[config.mk]
export PLATFORM = sky130hd
export DESIGN_NAME = soqpskTop
export DESIGN_NICKNAME = d
export VERILOG_FILES = /design/src/source/soqpskPkg.sv /design/src/source/hostDecode.sv /design/src/source/miscRegs.sv /design/src/source/dacChannel.sv /design/src/source/soqpskTop.sv
export SDC_FILE = /design/constraint.sdc
export NUM_CORES = 1
export LEC_CHECK = 0
export ABC_AREA = 0
export BUFFER_PORTS_ARGS = -buffer_cell sky130_fd_sc_hd__buf_2
export CORE_MARGIN = 2
export CORE_UTILIZATION = 40
export DETAILED_ROUTE_END_ITERATION = 7
export GPL_TIMING_DRIVEN = 0
export PLACE_DENSITY = 0.68
export SLEW_MARGIN = 0
export SYNTH_ARGS = -nofsm -noshare
export SYNTH_HDL_FRONTEND = slang
export SYNTH_SLANG_ARGS = --single-unit
[constraint.sdc]
create_clock -name ck933 -period 7.5 [get_ports ck933]
set_input_delay 0 -clock ck933 [delete_from_list [all_inputs] [get_ports ck933]]
set_output_delay 0 -clock ck933 [all_outputs]
set_load 0.005 [all_outputs]
[src/source/soqpskPkg.sv]
// Struct field widths come from these constants so module width parameters must keep the same values
`default_nettype none

package soqpskPkg;

  // ******************************
  // Widths and counts
  // ******************************
  localparam int ADDR_WIDTH      = 12;  // Host word address
  localparam int HOST_DATA_WIDTH = 16;
  localparam int REG_WIDTH       = 32;  // Internal registers, read as two halves
  localparam int SAMPLE_WIDTH    = 18;  // Demod and trellis sample streams
  localparam int DAC_WIDTH       = 14;
  localparam int NUM_DAC         = 3;

  // ******************************
  // Constants
  // ******************************
  localparam logic [15:0] VER_NUMBER = 16'h0079;  // Default version code
  localparam int SOFT_RESET_CYCLES   = 6;         // Stretched DAC reset length

  // Register space, taken from address bits 11:4
  typedef enum logic [7:0] {
    SPACE_MISC = 8'h00,
    SPACE_DAC0 = 8'h10,
    SPACE_DAC1 = 8'h11,
    SPACE_DAC2 = 8'h12
  } hostSpace_t;

  // Misc register, taken from address bits 3:2
  typedef enum logic [1:0] {
    MISC_RESET   = 2'd0,
    MISC_VERSION = 2'd1,
    MISC_CLOCK   = 2'd2
  } miscReg_t;

  // DAC source codes
  // Only the four trellis codes pick the trellis stream
  typedef enum logic [3:0] {
    DAC_DEMOD         = 4'd0,
    DAC_TRELLIS_I     = 4'd8,
    DAC_TRELLIS_Q     = 4'd9,
    DAC_TRELLIS_PHERR = 4'd10,
    DAC_TRELLIS_INDEX = 4'd11
  } dacSource_t;

  // ******************************
  // Bus and stream structs
  // ******************************
  typedef struct packed {
    logic                       cs;
    logic                       we;
    logic                       re;
    logic [ADDR_WIDTH-1:0]      addr;
    logic [HOST_DATA_WIDTH-1:0] wdata;
  } hostBus_t;  // 31 bits

  typedef struct packed {
    logic                    sync;  // Sample valid
    logic [SAMPLE_WIDTH-1:0] data;
  } sample_t;

  typedef struct packed {
    logic                 sync;
    logic [DAC_WIDTH-1:0] code;  // Offset binary
  } dacOut_t;

endpackage

`default_nettype wire

[src/source/hostDecode.sv]
// Synchronous host bus with no wait states and reads outside the misc and DAC spaces return zero
`timescale 1ns/100ps
`default_nettype none

module hostDecode (
  input  wire                                          ck933,
  input  wire                                          clockCounterEn,
  input  soqpskPkg::hostBus_t                          bus_i,
  input  wire [soqpskPkg::REG_WIDTH-1:0]               miscRdata_i,
  input  soqpskPkg::dacSource_t                        dacSelRdata_i [soqpskPkg::NUM_DAC],
  output logic                                         miscSel_o,
  output logic [soqpskPkg::NUM_DAC-1:0]                dacSel_o,
  output logic [soqpskPkg::HOST_DATA_WIDTH-1:0]        rdata_o
);

  import soqpskPkg::*;

  hostSpace_t                 space;
  logic                       miscHit;
  logic [NUM_DAC-1:0]         dacHit;
  logic [REG_WIDTH-1:0]       selWord;
  logic [HOST_DATA_WIDTH-1:0] halfWord;

  // ******************************
  // Space decode
  // ******************************
  assign space = hostSpace_t'(bus_i.addr[ADDR_WIDTH-1:4]);

  always_comb begin
    miscHit = 1'b0;
    dacHit  = '0;
    case (space)
      SPACE_MISC: miscHit   = 1'b1;
      SPACE_DAC0: dacHit[0] = 1'b1;
      SPACE_DAC1: dacHit[1] = 1'b1;
      SPACE_DAC2: dacHit[2] = 1'b1;
      default: ;  // Unmapped
    endcase
  end

  assign miscSel_o = bus_i.cs & miscHit;
  assign dacSel_o  = bus_i.cs ? dacHit : '0;

  // ******************************
  // Read back
  // ******************************
  always_comb begin
    selWord = '0;
    if (miscHit) begin
      selWord = miscRdata_i;
    end
    for (int i = 0; i < NUM_DAC; i++) begin
      if (dacHit[i]) begin
        selWord = REG_WIDTH'(dacSelRdata_i[i]);  // Source code in the low bits
      end
    end
  end

  // Address bit 1 picks the upper half
  assign halfWord = bus_i.addr[1] ? selWord[REG_WIDTH-1:HOST_DATA_WIDTH]
                                  : selWord[HOST_DATA_WIDTH-1:0];

  // Held until the next read
  always_ff @(posedge ck933 or posedge clockCounterEn) begin
    if (clockCounterEn) begin
      rdata_o <= '0;
    end else if (bus_i.cs && bus_i.re) begin
      rdata_o <= halfWord;
    end
  end

  // A read outside every space loads zero
  unmappedZero: assert property (
    @(posedge ck933) disable iff (clockCounterEn)
      bus_i.cs && bus_i.re && !miscSel_o && (dacSel_o == '0) |=> rdata_o == '0
  ) else $error("hostDecode unmapped read not zero");

endmodule

`default_nettype wire

[src/source/miscRegs.sv]
// Clock count reads return the live count at the read edge and a reset write during a pulse restarts it
`timescale 1ns/100ps
`default_nettype none

module miscRegs #(
  parameter logic [15:0] VER_NUMBER = soqpskPkg::VER_NUMBER
) (
  input  wire                            ck933,
  input  wire                            clockCounterEn,
  input  soqpskPkg::hostBus_t            bus_i,
  input  wire                            miscSel_i,
  output logic [soqpskPkg::REG_WIDTH-1:0] miscRdata_o,
  output logic                           dacRst_o
);

  import soqpskPkg::*;

  localparam int RST_CNT_WIDTH = $clog2(SOFT_RESET_CYCLES);

  miscReg_t                 regSel;
  logic                     wrStrobe;
  logic [REG_WIDTH-1:0]     clockCounter;
  logic                     rstPending;
  logic [RST_CNT_WIDTH-1:0] rstCount;

  assign regSel    = miscReg_t'(bus_i.addr[3:2]);
  assign wrStrobe  = miscSel_i & bus_i.we;

  // ******************************
  // Cycle measurement
  // ******************************
  always_ff @(posedge ck933 or posedge clockCounterEn) begin
    if (clockCounterEn) begin
      clockCounter <= '0;
    end else if (wrStrobe && regSel == MISC_CLOCK) begin
      clockCounter <= '0;  // Restart measurement
    end else begin
      clockCounter <= clockCounter + 1'b1;
    end
  end

  always_comb begin
    case (regSel)
      MISC_VERSION: miscRdata_o = {VER_NUMBER, HOST_DATA_WIDTH'(0)};
      MISC_CLOCK:   miscRdata_o = clockCounter;
      default:      miscRdata_o = '0;  // Reset register reads as zero
    endcase
  end

  // ******************************
  // Software reset stretcher
  // ******************************
  always_ff @(posedge ck933 or posedge clockCounterEn) begin
    if (clockCounterEn) begin
      rstPending <= 1'b0;
      rstCount   <= '0;
      dacRst_o   <= 1'b0;
    end else begin
      rstPending <= wrStrobe && (regSel == MISC_RESET);
      if (rstPending) begin
        rstCount <= RST_CNT_WIDTH'(SOFT_RESET_CYCLES - 1);
        dacRst_o <= 1'b1;
      end else if (rstCount != '0) begin
        rstCount <= rstCount - 1'b1;  // Pulse still running
      end else begin
        dacRst_o <= 1'b0;
      end
    end
  end

  // A pulse that is not restarted lasts exactly SOFT_RESET_CYCLES
  rstLength: assert property (
    @(posedge ck933) disable iff (clockCounterEn || rstPending)
      $rose(dacRst_o) |-> dacRst_o [*SOFT_RESET_CYCLES] ##1 !dacRst_o
  ) else $error("miscRegs dacRst_o pulse length wrong");

endmodule

`default_nettype wire

[src/source/dacChannel.sv]
// Width parameters must match the package struct widths and codes only update on a valid sample
`timescale 1ns/100ps
`default_nettype none

module dacChannel #(
  parameter int SAMPLE_WIDTH = soqpskPkg::SAMPLE_WIDTH,
  parameter int DAC_WIDTH    = soqpskPkg::DAC_WIDTH
) (
  input  wire                   ck933,
  input  wire                   clockCounterEn,
  input  wire                   softRst_i,
  input  soqpskPkg::hostBus_t   bus_i,
  input  wire                   chSel_i,
  input  soqpskPkg::sample_t    demod_i,
  input  soqpskPkg::sample_t    trellis_i,
  output soqpskPkg::dacSource_t srcSel_o,
  output soqpskPkg::dacOut_t    dac_o
);

  import soqpskPkg::*;

  localparam int SRC_WIDTH = $bits(dacSource_t);

  logic                    useTrellis;
  logic                    inSync;
  logic [SAMPLE_WIDTH-1:0] inData;
  logic                    selSync;
  logic [SAMPLE_WIDTH-1:0] selData;
  logic [DAC_WIDTH-1:0]    offsetCode;
  logic                    rstBlock;

  function automatic logic isTrellis(dacSource_t src);
    case (src)
      DAC_TRELLIS_I, DAC_TRELLIS_Q, DAC_TRELLIS_PHERR, DAC_TRELLIS_INDEX: return 1'b1;
      default: return 1'b0;
    endcase
  endfunction

  // ******************************
  // Source select register
  // ******************************
  always_ff @(posedge ck933 or posedge clockCounterEn) begin
    if (clockCounterEn) begin
      srcSel_o <= DAC_DEMOD;
    end else if (softRst_i) begin
      srcSel_o <= DAC_DEMOD;  // Held for the whole pulse
    end else if (chSel_i && bus_i.we) begin
      srcSel_o <= dacSource_t'(bus_i.wdata[SRC_WIDTH-1:0]);
    end
  end

  // ******************************
  // Sample mux, cycle 1
  // ******************************
  assign useTrellis = isTrellis(srcSel_o);
  assign inSync     = useTrellis ? trellis_i.sync : demod_i.sync;
  assign inData     = useTrellis ? trellis_i.data : demod_i.data;

  always_ff @(posedge ck933 or posedge clockCounterEn) begin
    if (clockCounterEn) begin
      selSync <= 1'b0;
    end else begin
      selSync <= inSync & ~softRst_i;
    end
  end

  always_ff @(posedge ck933) begin
    selData <= inData;
  end

  // ******************************
  // Formatter, cycle 2
  // ******************************
  // Top bits with the sign flipped give offset binary
  assign offsetCode = {~selData[SAMPLE_WIDTH-1], selData[SAMPLE_WIDTH-2 -: DAC_WIDTH-1]};

  always_ff @(posedge ck933 or posedge clockCounterEn) begin
    if (clockCounterEn) begin
      dac_o <= '0;
    end else if (softRst_i) begin
      dac_o <= '0;
    end else begin
      dac_o.sync <= selSync;
      if (selSync) begin
        dac_o.code <= offsetCode;  // Hold last code between samples
      end
    end
  end

  assign rstBlock = clockCounterEn | softRst_i;

  // Output sync trails the selected input sync by two edges
  syncLatency: assert property (
    @(posedge ck933) disable iff (clockCounterEn)
      !$past(rstBlock) && !$past(rstBlock, 2) |-> dac_o.sync == $past(inSync, 2)
  ) else $error("dacChannel output sync out of step");

endmodule

`default_nettype wire

[src/source/soqpskTop.sv]
// Demodulator and trellis streams arrive as inputs and the host bus is sampled on ck933
`timescale 1ns/100ps
`default_nettype none

module soqpskTop #(
  parameter logic [15:0] VER_NUMBER   = soqpskPkg::VER_NUMBER,
  parameter int          SAMPLE_WIDTH = soqpskPkg::SAMPLE_WIDTH,
  parameter int          DAC_WIDTH    = soqpskPkg::DAC_WIDTH
) (
  input  wire                                   ck933,
  input  wire                                   clockCounterEn,
  input  soqpskPkg::hostBus_t                   bus_i,
  input  soqpskPkg::sample_t                    demodSample_i   [soqpskPkg::NUM_DAC],
  input  soqpskPkg::sample_t                    trellisSample_i [soqpskPkg::NUM_DAC],
  output wire [soqpskPkg::HOST_DATA_WIDTH-1:0]  rdata_o,
  output soqpskPkg::dacOut_t                    dacCode_o       [soqpskPkg::NUM_DAC],
  output wire                                   dacRst_o
);

  import soqpskPkg::*;

  wire                 miscSel;
  wire [NUM_DAC-1:0]   dacSel;
  wire [REG_WIDTH-1:0] miscRdata;
  dacSource_t          dacSrc [NUM_DAC];

  // ******************************
  // Host control plane
  // ******************************
  hostDecode u_hostDecode (
    .ck933          (ck933),
    .clockCounterEn (clockCounterEn),
    .bus_i          (bus_i),
    .miscRdata_i    (miscRdata),
    .dacSelRdata_i  (dacSrc),
    .miscSel_o      (miscSel),
    .dacSel_o       (dacSel),
    .rdata_o        (rdata_o)
  );

  miscRegs #(
    .VER_NUMBER (VER_NUMBER)
  ) u_miscRegs (
    .ck933          (ck933),
    .clockCounterEn (clockCounterEn),
    .bus_i          (bus_i),
    .miscSel_i      (miscSel),
    .miscRdata_o    (miscRdata),
    .dacRst_o       (dacRst_o)  // Also clears the channels
  );

  // ******************************
  // DAC output path
  // ******************************
  dacChannel #(
    .SAMPLE_WIDTH (SAMPLE_WIDTH),
    .DAC_WIDTH    (DAC_WIDTH)
  ) u_dacChannel0 (
    .ck933 (ck933), .clockCounterEn (clockCounterEn), .softRst_i (dacRst_o),
    .bus_i (bus_i), .chSel_i (dacSel[0]),
    .demod_i (demodSample_i[0]), .trellis_i (trellisSample_i[0]),
    .srcSel_o (dacSrc[0]), .dac_o (dacCode_o[0])
  );

  dacChannel #(
    .SAMPLE_WIDTH (SAMPLE_WIDTH),
    .DAC_WIDTH    (DAC_WIDTH)
  ) u_dacChannel1 (
    .ck933 (ck933), .clockCounterEn (clockCounterEn), .softRst_i (dacRst_o),
    .bus_i (bus_i), .chSel_i (dacSel[1]),
    .demod_i (demodSample_i[1]), .trellis_i (trellisSample_i[1]),
    .srcSel_o (dacSrc[1]), .dac_o (dacCode_o[1])
  );

  dacChannel #(
    .SAMPLE_WIDTH (SAMPLE_WIDTH),
    .DAC_WIDTH    (DAC_WIDTH)
  ) u_dacChannel2 (
    .ck933 (ck933), .clockCounterEn (clockCounterEn), .softRst_i (dacRst_o),
    .bus_i (bus_i), .chSel_i (dacSel[2]),
    .demod_i (demodSample_i[2]), .trellis_i (trellisSample_i[2]),
    .srcSel_o (dacSrc[2]), .dac_o (dacCode_o[2])
  );

endmodule

`default_nettype wire

==> flow_summary_export.csv <==
group,metric,value,unit
outcome,status,"finished clean",
detailed_routing,first_pass_iters,4,
power,ir_drop,0.188,mV
detailed_routing,num_vias,5484,
detailed_routing,totalWireLength,17.1,mm
floorplanning,die_h,133,um
floorplanning,coreArea,0.0165,mm^2
worst_setup_path,cp_slowest_stage_delay,550,ps
worst_setup_path,worstPathRequired,7800,ps
global_routing,busiest_layer,"met2",
placed_design,gp_congestion,0.801,
clocking,clk_pin_slew_worst_paths,70,ps
hold_path,holdPathEnd,"u_hostDecode.rdata_o[1]",
detailed_routing,drtAntennaViolNets,0,
clocking,cts_num_sinks,155,
floorplanning,fp.dieW,133,um
hold_path,holdPathStages,4,
detailed_routing,drcViolationCount,0,
layout,post-route-util,0.572,
yosys,seq_area_frac_synth,0.547,
yosys,yosysTopAreaCell,"dfrtp_1",
sta,clock_skew,9.33,ps
yosys,async_flop_share,0.729,
sta,max_freq,404,MHz
worst_setup_path,r2r_cells,5,
yosys,synthCells,610,
sta,period_needed,2470,ps
global_routing,met2_usage,0.344,
layout,layout_commonest_cell,"buf_2",
yosys,yosysTopAreaCellShare,0.422,
placed_design,dp_cells,999,
worst_setup_path,crit_type,"flop to flop",
job,cap_violations,0,
hold_path,hold_class,"input port to flop",
clocking,clockBufferDepth,2,
worst_setup_path,cp-end-kind,"flop",
layout,final_cell_count_no_fill,1128,
floorplanning,start_util,0.407,
placed_design,io_buffer_count,168,
sta,finalHoldViolCount,0,
global_routing,antenna_found_initial,0,
layout,final_cell_mix,"buf_2, dfrtp_1, dlygate4sd3_1",
yosys,yosys_warnings,0,
sta,tns,0,ps
yosys,synth_seq_cells,155,
clocking,cts_root_buf,"clkbuf_16",
global_routing,grtUsageTotal,0.201,
sta,fin_crit_sh,0.330,
layout,fillers,1380,
worst_setup_path,cp_max_fo,10,
worst_setup_path,r2r-end,"u_dacChannel2.selData[11]",
sta,whs,69.2,ps
worst_setup_path,path_cells,"nand2b_1, clkbuf_1, buf_1, mux2_2, dlygate4sd3_1",
worst_setup_path,r2r_slack,5030,ps
worst_setup_path,path_delay_family,"buffers and inverters",
clocking,cts_buffers,17,
hold_path,hold_start,"bus_i[28]",
yosys,syn_area_per_cell,11.0,um^2
power,power,0.00205,W
detailed_routing,first_iter_violations,274,
global_routing,use_met1,0.239,
global_routing,grt_max_degree,83,
global_routing,grt_first_pass_wirelength,28.3,mm
sta,rsz0062_at_grt,"false",
worst_setup_path,critPathArrivalTime,2780,ps
detailed_routing,wl_per_cell,15.2,um
clocking,cts_tree,"done",
yosys,yosys.cell_types.count,48,
worst_setup_path,r2r_start,"u_dacChannel2.srcSel_o[2]",
yosys,syn_nets,763,
floorplanning,io_pins,209,
worst_setup_path,slowest_stage,"dlygate4sd3_1",
power,powerDensity,218,mW/mm^2
yosys,synthFlopType,"dfrtp_1",
clocking,clkLatencyLatePin,430,ps
yosys,synth_area_leaders,"dfrtp_1, dfxtp_1, mux2i_1, mux2_2, nor2_1",
clocking,htree_num_levels,4,
global_routing,grt_util_met3,0.0601,
power,leakagePower,4.37,nW
global_routing,grt_pass1_vias,5764,
sta,drv_slew,0,
yosys,synth_edf_count,0,
floorplanning,rows,47,
global_routing,overflow,0,
floorplanning,die_area,0.0178,mm^2
layout,drive_gt1_frac,0.290,
sta,worstMarginPinSlew,784,ps
layout,nets,1049,
layout,diodes,0,
detailed_routing,vias_per_cell,4.86,
sta,setup-violations-final,0,
sta,relSlewSlack,0.477,
placed_design,dp.final_hpwl,11.2,mm
layout,syn_to_final_growth,40.4,%
worst_setup_path,start_kind,"flop",
worst_setup_path,crit_buf_inv,3,
yosys,syn_area,0.00670,mm^2
## cells in the mapped netlist (all sizes together) (6+ instances only)
master  number
xnor2       11
dfrtp      113
nor4         6
nand4        6
or3          8
nor2        78
mux2        42
ha           6
a21oi       31
mux2i       66
nand3       16
buf         13
clkbuf      28
o21ai       21
nand2       27
nand2b       9
or4         18
o31ai       15
dfxtp       42
inv         16
## power breakdown
part | internal (W) | total (W) | switching (W) | leakage, nW
sequential | 0.000898 | 0.000941 | 0.0000434 | 1.80
combinational | 0.000143 | 0.000270 | 0.000127 | 2.29
clock | 0.000469 | 0.000844 | 0.000375 | 0.280
total | 0.00151 | 0.00205 | 0.000545 | 4.37
## worst max path at each step
stage | end | depth (start not counted) | slack, ps | startpoint
2_1_floorplan | u_dacChannel0.dac_o[0] | 1 | 4510 | clockCounterEn
3_3_place_gp | u_dacChannel0.dac_o[11] | 2 | 2980 | clockCounterEn
3_5_place_dp | u_miscRegs.clockCounter[7] | 9 | 5150 | bus_i[18]
4_1_cts | u_dacChannel2.selData[9] | 5 | 5060 | u_dacChannel2.srcSel_o[2]
5_1_grt | u_dacChannel2.selData[9] | 5 | 4870 | u_dacChannel2.srcSel_o[2]
6_report | u_dacChannel2.selData[11] | 5 | 5030 | u_dacChannel2.srcSel_o[2]
## worst min-delay path, stage by stage
cell,delay [ps]
buf_2,90
and2_1,160
a41oi_1,130
o21ai_0,70
## timing repair
action                                 in CTS  in global routing
setup buffers                               0                  0
endpoints found under the hold margin     174                  0
resized for setup                           0                  0
hold buffers                               98                  0
## kinds of logic (layout without fill, tap and decap cells)
kind of cell    count (synthesis)  in the layout  synth area share
xor+xnor                       12             12            0.0157
buf+inv                        57            355            0.0338
simple gates                  191            191             0.149
fa+ha+maj                       6              6            0.0112
flops                         155            155             0.547
compound gates                 81             81            0.0745
mux                           108            108             0.169
## area by class of cell
class,count,area [um^2],area share
clock inverters,14,151,0.0161
multi-input cells,398,2810,0.298
inverters,16,65.1,0.00691
plain buffers,41,166,0.0177
flip-flops and latches,155,3670,0.390
clock buffers,17,425,0.0452
repair buffers,267,1850,0.197
well taps,220,275,0.0293
## stage by stage
stage	area [um^2]	setup slack, ps
floorplan	6700	4510
global placement	7820	2980
detailed placement	7850	5150
CTS	9410	5060
global route	9410	4870
finish	9410	5030
## per-layer routing
layer,wire length [um],vias up
li1,-,2704
met1,7170,2601
met2,8680,153
met3,950,26
met4,304,0
met5,0,-
## registers in the layout, indices dropped and copies added (netlist names)
register                 flops
u_dacChannel0.dac_o         15
u_dacChannel0.selData       14
u_dacChannel0.selSync        1
u_dacChannel0.srcSel_o       4
u_dacChannel1.dac_o         15
u_dacChannel1.selData       14
u_dacChannel1.selSync        1
u_dacChannel1.srcSel_o       4
u_dacChannel2.dac_o         15
u_dacChannel2.selData       14
u_dacChannel2.selSync        1
u_dacChannel2.srcSel_o       4
u_hostDecode.rdata_o        16
u_miscRegs.clockCounter     32
u_miscRegs.dacRst_o          1
u_miscRegs.rstCount          3
u_miscRegs.rstPending        1
(Power assumes the default switching activity.)
